## src/hw/phi_mult_pkg.sv

```systemverilog
/*
  Shared constants of the phi multiplication stage
  - Goldilocks prime and field element width
  - Lane, level and iteration counts with their counter widths
  - Side-data width and lane multiplier latency
  - Phi constant table, one row per iteration
*/
package phi_mult_pkg;

  // ------------------------------
  // Field
  // ------------------------------
  localparam int MOD_W = 64;
  localparam logic [MOD_W-1:0] PRIME = 64'hFFFF_FFFF_0000_0001; // 2^64 - 2^32 + 1

  // ------------------------------
  // Sizes
  // ------------------------------
  localparam int LANE_NB = 4;
  localparam int ITER_NB = 8;
  localparam int ITER_W  = ($clog2(ITER_NB) == 0) ? 1 : $clog2(ITER_NB);
  localparam int LVL_NB  = 2; // Interleaved levels per phi row
  localparam int LVL_W   = ($clog2(LVL_NB) == 0) ? 1 : $clog2(LVL_NB);
  localparam int SIDE_W  = 8;

  localparam int LANE_LAT = 3; // Product, fold, sign/carry fix

  // ------------------------------
  // Phi table
  // ------------------------------
  // Indexed [iteration][lane], every entry below PRIME.
  // Row 1 holds the powers of the 8th root of unity 2^24.
  localparam logic [MOD_W-1:0] PHI_TABLE [ITER_NB][LANE_NB] = '{
    '{64'h0000_0000_0000_0001, 64'h0000_0000_0000_0001,
      64'h0000_0000_0000_0001, 64'h0000_0000_0000_0001},
    '{64'h0000_0000_0000_0001, 64'h0000_0000_0100_0000,
      64'h0001_0000_0000_0000, 64'h0000_00FF_FFFF_FF00},
    '{64'hFFFF_FFFF_0000_0000, 64'h0000_0001_0000_0000,
      64'hFFFF_FFFE_FFFF_FFFF, 64'h0000_0000_FFFF_FFFF},
    '{64'h1D8A_3F05_6C21_9E47, 64'h7B40_C2D9_0E35_18AF,
      64'hC391_5A6E_44F0_2B1D, 64'h0F6E_9D23_B87A_5C14},
    '{64'h8E12_47B9_D3C0_6A25, 64'h2C57_E1A8_906F_3DB2,
      64'hF0A4_1B7C_5E93_C806, 64'h5937_6DE2_0A18_F4C9},
    '{64'hA6F3_08C1_7D54_E29B, 64'h3E81_B5F0_29C7_4D63,
      64'h64D2_9A37_F105_8BEE, 64'hD718_4C6B_E3A9_0257},
    '{64'h0B9C_F2E4_6187_D35A, 64'hEC26_7031_A8DB_94F1,
      64'h48B5_DE9A_1C62_07F3, 64'h92E0_3B4F_76A1_C588},
    '{64'h713F_A845_D0E9_2C6B, 64'hB54E_0C92_6F17_A3D0,
      64'h27D9_83F6_E42C_B190, 64'hFFFF_FFFE_0000_0002}
  };

endpackage

```

## src/hw/phi_gen.sv

```systemverilog
/*
  Phi row generator
  - Level counter over the interleaved levels
  - Iteration counter stepped on each level wrap
  - Current table row driven to every lane
*/
`timescale 1ns/1ps

module phi_gen (
  input  logic                                                    clk,
  input  logic                                                    s_rst_n,
  input  logic                                                    avail_i,
  output logic [phi_mult_pkg::LANE_NB-1:0][phi_mult_pkg::MOD_W-1:0] phi_o
);

  logic [phi_mult_pkg::LVL_W-1:0]  lvl_cnt;
  logic [phi_mult_pkg::ITER_W-1:0] iter_cnt;
  logic                            lvl_last;
  logic                            iter_last;

  assign lvl_last  = (lvl_cnt == phi_mult_pkg::LVL_W'(phi_mult_pkg::LVL_NB - 1));
  assign iter_last = (iter_cnt == phi_mult_pkg::ITER_W'(phi_mult_pkg::ITER_NB - 1));

  // ------------------------------
  // Counters
  // ------------------------------
  always_ff @(posedge clk) begin
    if (!s_rst_n) begin
      lvl_cnt  <= '0;
      iter_cnt <= '0;
    end else if (avail_i) begin
      if (lvl_last) begin
        lvl_cnt  <= '0;
        iter_cnt <= iter_last ? '0 : iter_cnt + 1'b1; // Wrap after the last row
      end else begin
        lvl_cnt <= lvl_cnt + 1'b1;
      end
    end
  end

  // ------------------------------
  // Row select
  // ------------------------------
  // Combinational so the row lines up with the vector now at the lanes
  always_comb begin
    for (int j = 0; j < phi_mult_pkg::LANE_NB; j++) begin
      phi_o[j] = phi_mult_pkg::PHI_TABLE[iter_cnt][j];
    end
  end

endmodule

```

## config.mk

```make
export PLATFORM = sky130hd
export DESIGN_NAME = phi_gen
export DESIGN_NICKNAME = d
export VERILOG_FILES = /design/src/hw/phi_mult_pkg.sv /design/src/hw/phi_gen.sv
export SDC_FILE = /design/constraint.sdc
export NUM_CORES = 1
export LEC_CHECK = 0
export BUFFER_PORTS_ARGS = -buffer_cell sky130_fd_sc_hd__buf_2
export CORE_AREA = 2 2 100 102
export CTS_CLUSTER_SIZE = 12
export DETAILED_ROUTE_END_ITERATION = 8
export DIE_AREA = 0 0 102 104
export GPL_TIMING_DRIVEN = 1
export PLACE_DENSITY_LB_ADDON = 0.15
export SLEW_MARGIN = 20
export SYNTH_ARGS = -nofsm -noshare
export SYNTH_HDL_FRONTEND = slang
export SYNTH_SLANG_ARGS = --single-unit
```

## constraint.sdc

```tcl
create_clock -name clk -period 3.3 [get_ports clk]
set_input_delay 0.495 -clock clk [delete_from_list [all_inputs] [get_ports clk]]
set_output_delay 0.495 -clock clk [all_outputs]
set_load 0.02 [all_outputs]
```

==> flow_summary_export.csv <==
group,metric,value,unit
floorplan,coreArea,9550,um2
clocking,cts_max_path_buffers,2,
setup_path,cp_data_required_time,2800,ps
setup_path,crit_path_start_kind,"flip-flop",
floorplan,rows,36,
synthesis,synthCells,317,
global_routing,antenna_found_initial,0,
setup_path,crit_fanout,23,
drt,wirelength,7.02,mm
clocking,h-tree-depth,1,
global_routing,grt_max_degree,33,
clocking,post_cts_buffers,0,
drt,ant_nets,0,
sta,tns,0,ps
pwr,p_per_area,151,nW/um2
layout,mostFrequentLayoutCells,"257 x buf_2, 43 x nand2_1, 16 x inv_1",
synthesis,syn_area,2160,um2
synthesis,synth.avg_cell_area,6.82,um2
clocking,clockRootBuffer,"clkbuf_8",
layout,layout_commonest_cell,"buf_2",
global_routing,grt_pass1_wl,9.87,mm
setup_path,cp.arrival,1920,ps
clocking,clkLatencyLatePin,220,ps
layout,ff_latch_area,81.3,um2
run_status,status,"finished clean",
setup_path,endpoint_kind,"output pin",
drt,drtIter0Drc,49,
synthesis,yosys_warnings,0,
synthesis,synth_nets,335,
place,dpl.hpwl,5.83,mm
setup_path,slowest_stage,"ha_1",
drt,drc_errors,0,
place,port_buffers,257,
layout,multi_input_area,697,um2
drt,dr.pass1.iters,4,
global_routing,grt_pass1_vias,1702,
clocking,cts.sinks,4,
pwr,leakage,2.15,nW
sta,period_needed,2420,ps
floorplan,dieArea,10600,um2
setup_path,path_class,"reg2out",
floorplan,start_util,22.6,%
drt,drt-wirelength-per-cell,13.1,um
sta,finalClockSkew,1.64,ps
sta,hold_viol_final,0,
layout,area_growth,9.09,%
setup_path,slowest_delay,380,ps
floorplan,ios,259,
synthesis,synth.distinct_cells,25,
sta,period_share,73.3,%
sta,fin_hold_ws,534,ps
sta,grt_setup_unrepaired,"false",
setup_path,path_cells,"buf_4 > ha_1 > nand2b_1 > nand2_1 > buf_2",
floorplan,die_y,104,um
clocking,clkTransAtPathRegs,30,ps
pwr,peakVddDrop,0.0000465,V
drt,via_per_inst,3.73,
synthesis,ys_seq_area_share,3.70,%
floorplan,die_width,102,um
drt,vias,1990,
layout,n_antenna_cell,0,
layout,final_area,2360,um2
sta,setup_viol,0,
sta,clock.fmax,413,MHz
layout,fillCellCount,1139,
min_path,hold_path_class,"in2reg",
place,gp_congestion,0.677,
flow_run,maxCapViolations,0,
place,postPlaceCellArea,2320,um2
sta,slew_violations,0,
synthesis,ys_ff_latch,4,
clocking,cts.repair.resized,0,
clocking,cts_buffers,3,
layout,finalNetCount,421,
clocking,cts_hold_buf,0,
clocking,cts_tree,"yes",
layout,layout-drive-gt1-share,67.3,%
global_routing,track_usage,11.7,%
global_routing,grt_overflow,0,
[power breakdown]
group          leakage [nW]  switching, mW  internal [mW]  total, mW
sequential           0.0331        0.00300         0.0511     0.0541
combinational          2.10          0.139         0.0581      0.198
clock                0.0216         0.0264         0.0779      0.104
[kinds of logic (layout without fill, tap and decap cells)]
logic type | count (synthesis) | in the layout | synth area share (%)
and+or+nand+nor | 74 | 74 | 16.0
AOI/OAI and AO/OA | 26 | 26 | 6.94
buffers and inverters | 196 | 280 | 64.1
DFF | 4 | 4 | 3.70
xor gates and xnor gates | 1 | 1 | 0.405
adders and majority gates | 15 | 15 | 8.68
other | 1 | 1 | 0.173
[critical path, delay by kind of cell (launching register included)]
family / cells / cell delay [ps]
flops: 1 / 310
buf+inv: 2 / 450
simple gates: 2 / 560
fa+ha+maj: 1 / 380
[path summary, 6_finish.rpt]
| path | startpoint | depth (start not counted) | endpoint | slack [ps] |
|---|---|---|---|---|
| max reg2reg | iter_cnt[1] | 5 | iter_cnt[0] | 1440 |
| max | iter_cnt[1] | 5 | phi_o[236] | 880 |
| min reg2reg | lvl_cnt | 2 | lvl_cnt | 650 |
| min | s_rst_n | 2 | lvl_cnt | 530 |
[cells in the mapped netlist]
cell        n  share of area, %
inv_2       1              0.17
nand2_1    43               7.5
a21oi_1    14               3.2
buf_4     171                59
xor2_1      1              0.41
clkbuf_1    2              0.35
and4b_1     1              0.46
nand2b_2    1              0.41
nor2b_1     2              0.58
conb_1      1              0.17
or2_1       1              0.29
dfxtp_1     4               3.7
inv_1      16               2.8
ha_1       15               8.7
or2_2       3              0.87
and2_1      2              0.58
nand2b_1    9               2.6
and4bb_2    1              0.58
buf_2       6               1.4
a21boi_0    5               1.7
and2b_1     1              0.35
nor2_1      9               1.6
o21a_1      3               1.0
o21ai_0     4              0.93
and3_1      1              0.29
[per-stage QoR]
step	setup slack (ps)	util (%)	power [mW]	instances
6_report	881	24.7	0.356	534
5_1_grt	644	24.7	0.374	534
4_1_cts	780	24.7	0.361	534
3_5_place_dp	980	24.3	0.255	531
3_3_place_gp	972	24.3	0.256	531
2_1_floorplan	609	-	0.217	317
[flip-flops by register name, summed over array words and instances, names as in the netlist]
| register | flops |
|---|---|
| iter_cnt | 3 |
| lvl_cnt | 1 |
[per-layer routing]
layer | GRT usage [%] | share of wire (%) | vias to the layer above
li1 | - | - | 961
met1 | 14.1 | 40 | 900
met2 | 22.4 | 53 | 125
met3 | 0.739 | 6.7 | 4
met4 | 2.00 | 0.63 | 0
met5 | 0 | 0 | -
[cell type report]
type                       instances  area share (%)
clock buffer                       3            1.75
inverter                          17            2.71
multi-input combinational        117            29.5
sequential                         4            3.45
tap                              133            7.06
timing repair buffer             260            55.5
Power figures use the tool's default switching activity.
