File: src/hw/phi_mult_pkg.sv
/*
  Shared constants of the phi multiplication stage
  - Goldilocks prime and field element width
  - Lane, level and iteration counts with their counter widths
  - Side-data width and lane multiplier latency
  - Phi constant table, one row per iteration
*/
package phi_mult_pkg;

  // ------------------------------
  // Field
  // ------------------------------
  localparam int MOD_W = 64;
  localparam logic [MOD_W-1:0] PRIME = 64'hFFFF_FFFF_0000_0001; // 2^64 - 2^32 + 1

  // ------------------------------
  // Sizes
  // ------------------------------
  localparam int LANE_NB = 4;
  localparam int ITER_NB = 8;
  localparam int ITER_W  = ($clog2(ITER_NB) == 0) ? 1 : $clog2(ITER_NB);
  localparam int LVL_NB  = 2; // Interleaved levels per phi row
  localparam int LVL_W   = ($clog2(LVL_NB) == 0) ? 1 : $clog2(LVL_NB);
  localparam int SIDE_W  = 8;

  localparam int LANE_LAT = 3; // Product, fold, sign/carry fix

  // ------------------------------
  // Phi table
  // ------------------------------
  // Indexed [iteration][lane], every entry below PRIME.
  // Row 1 holds the powers of the 8th root of unity 2^24.
  localparam logic [MOD_W-1:0] PHI_TABLE [ITER_NB][LANE_NB] = '{
    '{64'h0000_0000_0000_0001, 64'h0000_0000_0000_0001,
      64'h0000_0000_0000_0001, 64'h0000_0000_0000_0001},
    '{64'h0000_0000_0000_0001, 64'h0000_0000_0100_0000,
      64'h0001_0000_0000_0000, 64'h0000_00FF_FFFF_FF00},
    '{64'hFFFF_FFFF_0000_0000, 64'h0000_0001_0000_0000,
      64'hFFFF_FFFE_FFFF_FFFF, 64'h0000_0000_FFFF_FFFF},
    '{64'h1D8A_3F05_6C21_9E47, 64'h7B40_C2D9_0E35_18AF,
      64'hC391_5A6E_44F0_2B1D, 64'h0F6E_9D23_B87A_5C14},
    '{64'h8E12_47B9_D3C0_6A25, 64'h2C57_E1A8_906F_3DB2,
      64'hF0A4_1B7C_5E93_C806, 64'h5937_6DE2_0A18_F4C9},
    '{64'hA6F3_08C1_7D54_E29B, 64'h3E81_B5F0_29C7_4D63,
      64'h64D2_9A37_F105_8BEE, 64'hD718_4C6B_E3A9_0257},
    '{64'h0B9C_F2E4_6187_D35A, 64'hEC26_7031_A8DB_94F1,
      64'h48B5_DE9A_1C62_07F3, 64'h92E0_3B4F_76A1_C588},
    '{64'h713F_A845_D0E9_2C6B, 64'hB54E_0C92_6F17_A3D0,
      64'h27D9_83F6_E42C_B190, 64'hFFFF_FFFE_0000_0002}
  };

endpackage

File: src/hw/gf64_reduce_out.sv
/*
  Output reducer
  - Delay line for avail and side matching the lane latency
  - Final subtraction of PRIME on every lane
  - Output register
*/
`timescale 1ns/1ps

module gf64_reduce_out (
  input  logic                                                      clk,
  input  logic                                                      s_rst_n,
  input  logic                                                      avail_i,
  input  logic [phi_mult_pkg::SIDE_W-1:0]                           side_i,
  input  logic [phi_mult_pkg::LANE_NB-1:0][phi_mult_pkg::MOD_W-1:0] lane_data_i,
  output logic                                                      avail_o,
  output logic [phi_mult_pkg::LANE_NB-1:0][phi_mult_pkg::MOD_W-1:0] data_o,
  output logic [phi_mult_pkg::SIDE_W-1:0]                           side_o
);

  logic [phi_mult_pkg::LANE_LAT-1:0] avail_dly;
  logic [phi_mult_pkg::SIDE_W-1:0]   side_dly [phi_mult_pkg::LANE_LAT];
  logic [phi_mult_pkg::LANE_NB-1:0][phi_mult_pkg::MOD_W-1:0] red_data;

  // ------------------------------
  // Delay line
  // ------------------------------
  always_ff @(posedge clk) begin
    if (!s_rst_n) begin
      avail_dly <= '0;
    end else begin
      avail_dly[0] <= avail_i;
      for (int i = 1; i < phi_mult_pkg::LANE_LAT; i++) begin
        avail_dly[i] <= avail_dly[i-1];
      end
    end
  end

  always_ff @(posedge clk) begin
    side_dly[0] <= side_i;
    for (int i = 1; i < phi_mult_pkg::LANE_LAT; i++) begin
      side_dly[i] <= side_dly[i-1];
    end
  end

  // ------------------------------
  // Canonical reduction
  // ------------------------------
  always_comb begin
    for (int j = 0; j < phi_mult_pkg::LANE_NB; j++) begin
      red_data[j] = (lane_data_i[j] >= phi_mult_pkg::PRIME) ?
                    lane_data_i[j] - phi_mult_pkg::PRIME : lane_data_i[j];
    end
  end

  always_ff @(posedge clk) begin
    if (!s_rst_n) avail_o <= 1'b0;
    else          avail_o <= avail_dly[phi_mult_pkg::LANE_LAT-1];
  end

  always_ff @(posedge clk) begin
    data_o <= red_data;
    side_o <= side_dly[phi_mult_pkg::LANE_LAT-1]; // Aligned with lane results
  end

endmodule

File: config.mk
export PLATFORM = sky130hd
export DESIGN_NAME = gf64_reduce_out
export DESIGN_NICKNAME = d
export VERILOG_FILES = /design/src/hw/phi_mult_pkg.sv /design/src/hw/gf64_reduce_out.sv
export SDC_FILE = /design/constraint.sdc
export NUM_CORES = 1
export LEC_CHECK = 0
export BUFFER_PORTS_ARGS = -buffer_cell sky130_fd_sc_hd__buf_2
export CELL_PAD_IN_SITES_DETAIL_PLACEMENT = 0
export CELL_PAD_IN_SITES_GLOBAL_PLACEMENT = 1
export CORE_AREA = 2 2 205 207
export DETAILED_ROUTE_END_ITERATION = 16
export DIE_AREA = 0 0 207 209
export PLACE_DENSITY = 0.64
export RECOVER_POWER = 100
export SYNTH_ARGS = -nofsm -noshare
export SYNTH_HDL_FRONTEND = slang
export SYNTH_SLANG_ARGS = --single-unit
File: constraint.sdc
create_clock -name clk -period 7.25 [get_ports clk]
set_clock_uncertainty 0.05 [all_clocks]
set_input_delay 1.0875 -clock clk [delete_from_list [all_inputs] [get_ports clk]]
set_output_delay 1.0875 -clock clk [all_outputs]
set_load 0.02 [all_outputs]
==> flow_summary.yaml, run 1 <==
timing:
  setup_viol: 0
  rsz0062_at_grt: "no"
  post-route-period-util_pct: 54.3
  final.min_clock_period_ps: 3930
  slew-limit-headroom_pct: -15.0
  fmax_mhz: 254
  fin_setup_tns_ps: 0
  hold_violations: 0
  slew_viol_final: 32
  worst_pin_slew_ps: 1710
yosys:
  synth_commonest_cells: "dfxtp_1 (292), nor2b_1 (115), xor2_1 (68)"
  mappedNetlistNets: 1198
  synthMostInstantiatedCell: "dfxtp_1"
  syn_inst: 923
  ys_seq_area_share_pct: 58.8
  syn_avg_cell_area_um2: 10.8
  synth-async-reset-ratio_pct: 0
  synth_top_area_share_pct: 58.8
  synthTopCellsByArea: "dfxtp_1 (59%), nor2b_1 (7.2%), xor2_1 (6.0%), xnor2_1 (4.6%), nor4_1 (2.7%)"
  synth_top_area_cell: "dfxtp_1"
  synth-main-ff-cell: "dfxtp_1"
  ys_types: 50
  ys_ff_latch: 292
  syn_area_um2: 9940
  yosysWarnings: 0
  synth-edff-count: 0
floorplanning:
  die_h_um: 209
  start_util_pct: 24.1
  dieArea_um2: 43300
  row_count: 75
  ios: 532
  die_x_um: 207
  core_um2: 41300
pwr:
  switchingPower_uw: 967
  power_leakage_nw: 5.71
  vdd.ir_drop.worst_mv: 0.139
  power_frac_seq_pct: 43.3
  pwr-share-clk_pct: 47.5
  fin_total_pwr_mw: 3.96
  power_frac_comb_pct: 9.2
  p_int_mw: 2.99
  powerDensity_nw_per_um2: 281
  swShare_pct: 24.4
status:
  violations: "max-capacitance violations, max-slew violations"
  status: "finished, violations left"
clocking:
  clockRootBuffer: "clkbuf_16"
  post_cts_resized: 0
  cts.sinks: 292
  cts_max_level: 2
  tritoncts: "built"
  clk_pin_slew_ps: 60
  ctsHoldBuffers: 0
  cts_buffer_depth: 3
  post_cts_buffers: 0
  numCtsBuffers: 36
  clock_latency_ps: 530
setup_path:
  critPathRequiredTime_ps: 7630
  startpoint_type: "input pin"
  cp_slowest_cell: "o311ai_0"
  crit_type: "input pin to register"
  path_cells: "clkbuf_1, nor4_1, nand4b_1, o311ai_0, nor3_1, and3_1, xor2_1"
  slowest_delay_ps: 1330
  worstPathArrival_ps: 4310
  path_max_fanout: 9
  crit_path_end_kind: "register"
final_layout:
  nets: 1761
  drive_above_1_share_pct: 21.2
  area_growth_pct: 41.6
route:
  routed_wl_um: 35200
  wl_per_cell_um: 17.2
  vias: 8789
  dr.pass1.iters: 4
  ant_nets: 0
  drc_errors: 0
  initialDrtViolationCount: 382
  via_per_inst: 4.29
place:
  place.gp.congestion: 0.860
  numPortBuffers: 531
  place_hpwl_um: 28400
global_route:
  grt.overflow.total: 0
  grt_pass1_wl_um: 52700
  grt_antenna_before_repair: 3
  grt_start_max_net_pins: 17
  grt_pass1_vias: 8825
  gr-usage-all-layers_pct: 15.7
worst_hold_path:
  hold_class: "register to register"
flow_run:
  drv_cap: 3
[path summary, 6_finish.rpt]
path / start / endpoint / slack (ps) / depth (start not counted)
setup / recovery: lane_data_i[210] / data_o[215] / 3320 / 7
hold / removal: side_dly[0][6] / side_dly[1][6] / 270 / 0
setup reg to reg: avail_dly[1] / avail_dly[2] / 6670 / 1
hold reg to reg: side_dly[0][6] / side_dly[1][6] / 270 / 0
[routing by layer]
layer  vias to the layer above  share of wire, %  GRT usage (%)
met1                      4024                40           18.3
met2                       373                46           25.6
met5                         -             0.077              0
li1                       4315                 -              -
met4                         4               3.0           5.42
met3                        73                10           6.84
[sequential cells by signal (all words and copies together), names as in the netlist]
register / count
data_o: 256
side_dly: 24
side_o: 8
avail_dly: 3
avail_o: 1
[cells in the final DEF (no fill, tap or decap), types with 8 or more instances in the layout]
master / Yosys / layout
clkbuf_1: 10 / 293
dfxtp_1: 292 / 292
buf_2: 4 / 252
nor2b_1: 115 / 115
xor2_1: 68 / 68
nor2_1: 56 / 56
xnor2_1: 52 / 52
nor4_1: 43 / 47
nand2_1: 45 / 45
nand4_1: 39 / 39
nor3_1: 35 / 36
clkbuf_16: 0 / 36
or4_1: 19 / 20
nand3_1: 18 / 18
and2_0: 0 / 17
or3_1: 16 / 16
inv_1: 9 / 9
a21oi_1: 8 / 8
ha_1: 8 / 8
clkbuf_8: 0 / 8
[power groups by stage]
stage	sequential (mW)	combinational, mW	clock (mW)
2_1_floorplan	1.85	0.0700	0
3_3_place_gp	1.75	0.389	0
3_5_place_dp	1.75	0.390	0
4_1_cts	1.71	0.391	1.94
5_1_grt	1.72	0.394	2.01
6_report	1.72	0.365	1.88
[cell type report]
cell class | instances | area, um2
tap | 539 | 674
multi-input combinational | 608 | 3930
sequential | 292 | 5850
fill | 4483 | 27200
clock inverter | 13 | 208
antenna | 1 | 2.50
inverter | 9 | 33.8
timing repair buffer | 539 | 2340
clock buffer | 50 | 1030
[worst max-delay path: cells and delay by family]
family / cells / cell delay (ps)
AO/OA/AOI/OAI: 1 / 1330
buffers and inverters: 1 / 120
XOR/XNOR: 1 / 130
AND/OR/NAND/NOR: 4 / 1640
[metrics by stage]
stage / utilization (%) / instance area (um2) / setup WS (ps) / instances / hold WS, ps
2_1_floorplan: - / 9940 / 3910 / 923 / 260
3_5_place_dp: 32.1 / 13300 / 3430 / 1987 / 262
6_report: 34.1 / 14100 / 3320 / 2051 / 272
3_3_place_gp: 32.1 / 13300 / 3480 / 1987 / 260
4_1_cts: 35.1 / 14500 / 4010 / 2050 / 271
5_1_grt: 34.1 / 14100 / 2970 / 2050 / 279
[cell families after synthesis]
family / count (synthesis) / share of synthesized area (%)
and+or+nand+nor: 449 / 26.3
DFF: 292 / 58.8
xor gates and xnor gates: 120 / 10.6
AOI/OAI and AO/OA: 31 / 2.39
buffers and inverters: 23 / 0.919
adders and majority gates: 8 / 1.01
Note: power is estimated with default switching activity, not from simulation.
==> inputs of run 2 (changes only) <==
- clock period: 7.25 -> 4 ns (I/O delays scaled with it)
==> run 2 against run 1 <==
The run still ends with max-capacitance violations, max-slew violations left. Utilization is 0.15 points lower. Hold slack worse by 150 ps. Clock power is 66% higher. Power is 74% higher. Critical path type unchanged.
==> flow_summary.yaml, run 2 (synthesis gave the netlist of run 1 again) <==
final_layout:
  area_growth_pct: 41.0
  drive_above_1_share_pct: 21.7
  top_regs: "data_o x256, side_dly x24, side_o x8"
  final_cell_mix: "dfxtp_1 (292), clkbuf_1 (289), buf_2 (255)"
  final_util_pct: 33.9
  nets: 1765
  largest_reg_flops: 256
  largest_register: "data_o"
  fin_area_um2: 14000
  layout_commonest_cell: "dfxtp_1"
pwr:
  powerDensity_nw_per_um2: 492
  fin_total_pwr_mw: 6.89
  power_leakage_nw: 5.68
  vdd.ir_drop.worst_mv: 0.262
global_route:
  grt_antenna_before_repair: 4
  grt_pass1_wl_um: 52100
  grt_pass1_vias: 8724
  grt.overflow.total: 0
  grtUsageMet2_pct: 25.5
  gr-usage-all-layers_pct: 15.5
  grt_most_used_layer: "met2"
  gr-usage-met1_pct: 18.3
  grt.met3_usage_pct: 5.91
  grt_start_max_net_pins: 17
setup_path:
  crit_start: "lane_data_i[148]"
  r2r_start: "avail_dly[2]"
  worstPathArrival_ps: 3670
  crit_type: "input pin to register"
  crit_path_end_kind: "register"
  startpoint_type: "input pin"
  rrSetupSlack_ps: 3420
  critPathRequiredTime_ps: 4410
  path_max_fanout: 16
timing:
  setup_viol: 0
  slew-limit-headroom_pct: -8.69
  fmax_mhz: 306
  hold_violations: 0
  rsz0062_at_grt: "no"
  whs_ps: 121
  worst_pin_slew_ps: 1620
  post-route-period-util_pct: 81.6
  slew_viol_final: 22
  final.min_clock_period_ps: 3260
  fin_setup_tns_ps: 0
clocking:
  cts_max_level: 2
  numCtsBuffers: 34
  clk_pin_slew_ps: 60
  cts.sinks: 292
  post_cts_buffers: 0
  clockRootBuffer: "clkbuf_16"
  clock_latency_ps: 530
  post_cts_resized: 0
  tritoncts: "built"
  ctsHoldBuffers: 0
  cts_buffer_depth: 3
floorplanning:
  die_h_um: 209
  die_x_um: 207
  ios: 532
  core_um2: 41300
  dieArea_um2: 43300
  row_count: 75
  start_util_pct: 24.1
worst_hold_path:
  hold_class: "input pin to register"
  hp-start: "side_i[3]"
place:
  place_hpwl_um: 28100
  place.gp.congestion: 0.832
  post_dp_cell_area_um2: 13300
  numPortBuffers: 531
route:
  drc_errors: 0
  ant_nets: 0
  routed_wl_um: 35000
  vias: 8742
  initialDrtViolationCount: 343
  via_per_inst: 4.26
  dr.pass1.iters: 4
  wl_per_cell_um: 17.1
status:
  violations: "max-capacitance violations, max-slew violations"
  status: "finished, violations left"
flow_run:
  drv_cap: 2
-- run 2: changes by cell type in the layout (fill, tap and decap cells not counted), sizes merged --
cell,previous run,this run
clkinvlp,1,5
clkinv,6,5
buf,252,258
diode,1,2
inv,10,11
clkbuf,337,331
bufinv,5,2
-- run 2: final cells by class --
type                    count  area [um2]
clock inverters            14         140
inverters                   9        33.8
flip-flops and latches    292        5850
well taps                 539         674
fillers                  4474       27300
repair buffers            545        2380
multi-input cells         608        3950
diodes                      2        5.00
clock buffers              44         980
-- run 2: path summary, 6_finish.rpt --
check,to,cells after the start
setup / recovery,data_o[163],6
hold / removal,side_dly[0][3],1
setup reg to reg,avail_o,1
hold reg to reg,side_o[2],0
-- run 2: metrics by stage --
step	cells	setup slack, ps
after floorplan	923	1140
after global placement	1993	513
after detailed placement	1993	585
after CTS	2051	1160
after global routing	2051	511
final	2053	736
-- run 2: layer usage --
metal	vias to the layer above	wire length, um
met5	-	27
met4	4	980
met3	60	3280
met1	3987	14500
met2	368	16200
li1	4323	-
-- run 2: where the power goes --
group	total [mW]	internal, mW	switching [mW]	leakage (nW)
Sequential	3.11	3.07	0.0434	2.46
Clock	3.13	1.86	1.27	0.542
Combinational	0.658	0.231	0.427	2.67
-- run 2: critical path: stages --
cell     delay, ps
buf_2          110
or4_1          530
or3_1          370
or4_4          520
o31ai_1       1270
and2_0         260
==> inputs of run 3 (changes only) <==
- CORE_AREA: 2 2 205 207 -> 2 2 206 208
- DIE_AREA: 0 0 207 209 -> 0 0 208 210
- PLACE_DENSITY: 0.64 -> 0.66
- clock period: 4 -> 3 ns (I/O delays scaled with it)
==> run 3 against run 2 <==
The run now ends clean. Combinational power is 35% higher. Via count is 2.2% higher. Hold slack worse by 56 ps. Clock-buffer cell count is 2 higher. Worst setup slack worse by 320 ps. Non-clock buffer count is 34 higher. Design area is 1.7% higher. Die area is 0.96% higher. Utilization is 0.41 points higher. Cell count is 1.7% higher.
==> flow_summary.yaml, run 3 (synthesis gave the netlist of run 1 again) <==
status:
  status: "finished, final reports clean"
timing:
  fin_setup_tns_ps: 0
  fmax_mhz: 386
  post-route-period-util_pct: 86.3
  hold_violations: 0
  slew-limit-headroom_pct: 41.3
  rsz0062_at_grt: "no"
  worst_pin_slew_ps: 881
  final.min_clock_period_ps: 2590
  whs_ps: 65.0
  setup_viol: 0
  slew_viol_final: 0
  fin_ws_ps: 411
setup_path:
  path_max_fanout: 7
  crit_path_end_kind: "register"
  worstPathArrival_ps: 2940
  critPathRequiredTime_ps: 3350
  startpoint_type: "input pin"
  crit_type: "input pin to register"
floorplanning:
  ios: 532
  core_um2: 41500
  start_util_pct: 24.0
  dieArea_um2: 43700
  die_x_um: 208
  die_h_um: 210
  row_count: 75
pwr:
  switchingPower_mw: 2.29
  swShare_pct: 25.1
  p_int_mw: 6.83
  powerDensity_nw_per_um2: 640
  vdd.ir_drop.worst_mv: 0.387
  pwr-share-clk_pct: 44.7
  power_frac_seq_pct: 45.5
  power_frac_comb_pct: 9.8
  power_leakage_nw: 5.80
worst_hold_path:
  hold_class: "input pin to register"
clocking:
  post_cts_resized: 0
  ctsHoldBuffers: 8
  tritoncts: "built"
  cts_buffer_depth: 3
  cts_max_level: 2
  post_cts_buffers: 0
  clockRootBuffer: "clkbuf_16"
  cts.sinks: 292
  clock_latency_ps: 530
  clk_pin_slew_ps: 60
  numCtsBuffers: 35
place:
  dp_slack_ps: 56.9
  numPortBuffers: 531
  dp_cells: 2019
  place_hpwl_um: 27900
  place.gp.congestion: 0.824
final_layout:
  multiInputGateArea_um2: 3960
  ff_latch_area_um2: 5850
  instances_no_fill: 2088
  fillerInstances: 4486
  area_growth_pct: 43.3
  largest_register: "data_o"
  drive_above_1_share_pct: 22.0
  largest_reg_flops: 256
  layout_commonest_cell: "clkbuf_1"
  final_cell_mix: "clkbuf_1 (304), dfxtp_1 (292), buf_2 (255)"
  nets: 1800
  final_util_pct: 34.3
  top_regs: "data_o x256, side_dly x24, side_o x8"
global_route:
  gr-usage-all-layers_pct: 15.1
  grt_start_max_net_pins: 17
  grt_pass1_vias: 9164
  grt.overflow.total: 0
  grt_antenna_before_repair: 5
  grt_pass1_wl_um: 51900
route:
  vias: 8937
  drc_errors: 0
  routed_wl_um: 34500
  ant_nets: 0
  via_per_inst: 4.28
  initialDrtViolationCount: 267
  dr.pass1.iters: 4
  wl_per_cell_um: 16.5
flow_run:
  drv_cap: 0
run 3: path summary, 6_finish.rpt:
| path | start | endpoint | slack (ps) | cells after the start |
|---|---|---|---|---|
| setup / recovery | lane_data_i[13] | data_o[6] | 410 | 8 |
| hold / removal | lane_data_i[28] | data_o[28] | 60 | 2 |
| setup reg to reg | avail_dly[1] | avail_dly[2] | 2420 | 1 |
| hold reg to reg | side_dly[0][1] | side_dly[1][1] | 270 | 0 |
run 3: stage by stage:
stage               power, mW  area, um2
floorplan                4.63       9940
global route             9.50      14200
detailed placement       5.17      13500
CTS                      9.32      14700
global placement         5.16      13500
finish                   9.11      14200
run 3: layout make-up:
type / count / area share [%]
Timing Repair Buffer: 579 / 18.5
Sequential cell: 292 / 41.0
Inverter: 9 / 0.237
Clock buffer: 46 / 6.72
Clock inverter: 12 / 0.914
Multi-Input combinational cell: 608 / 27.8
Antenna cell: 3 / 0.0527
Tap cell: 539 / 4.74
run 3: routing by layer:
metal / global-route usage, % / up-vias / wire (um)
met4: 5.33 / 4 / 1030
met3: 5.35 / 68 / 2840
met5: 0 / - / 22
met2: 25.7 / 344 / 16500
li1: - / 4399 / -
met1: 17.5 / 4122 / 14000
run 3: worst max-delay path, cell delays in order:
cell,delay (ps)
clkbuf_1,120
or4_1,640
or4_1,490
or4_1,450
o21ai_0,170
clkbuf_1,350
nor4_1,110
xor2_1,160
run 3: power by group through the flow:
| stage | sequential [mW] | clock [mW] | combinational (mW) |
|---|---|---|---|
| after global placement | 4.22 | 0 | 0.938 |
| after global routing | 4.16 | 4.37 | 0.960 |
| after detailed placement | 4.22 | 0 | 0.941 |
| after floorplan | 4.47 | 0 | 0.169 |
| after CTS | 4.14 | 4.22 | 0.954 |
| final | 4.15 | 4.08 | 0.890 |
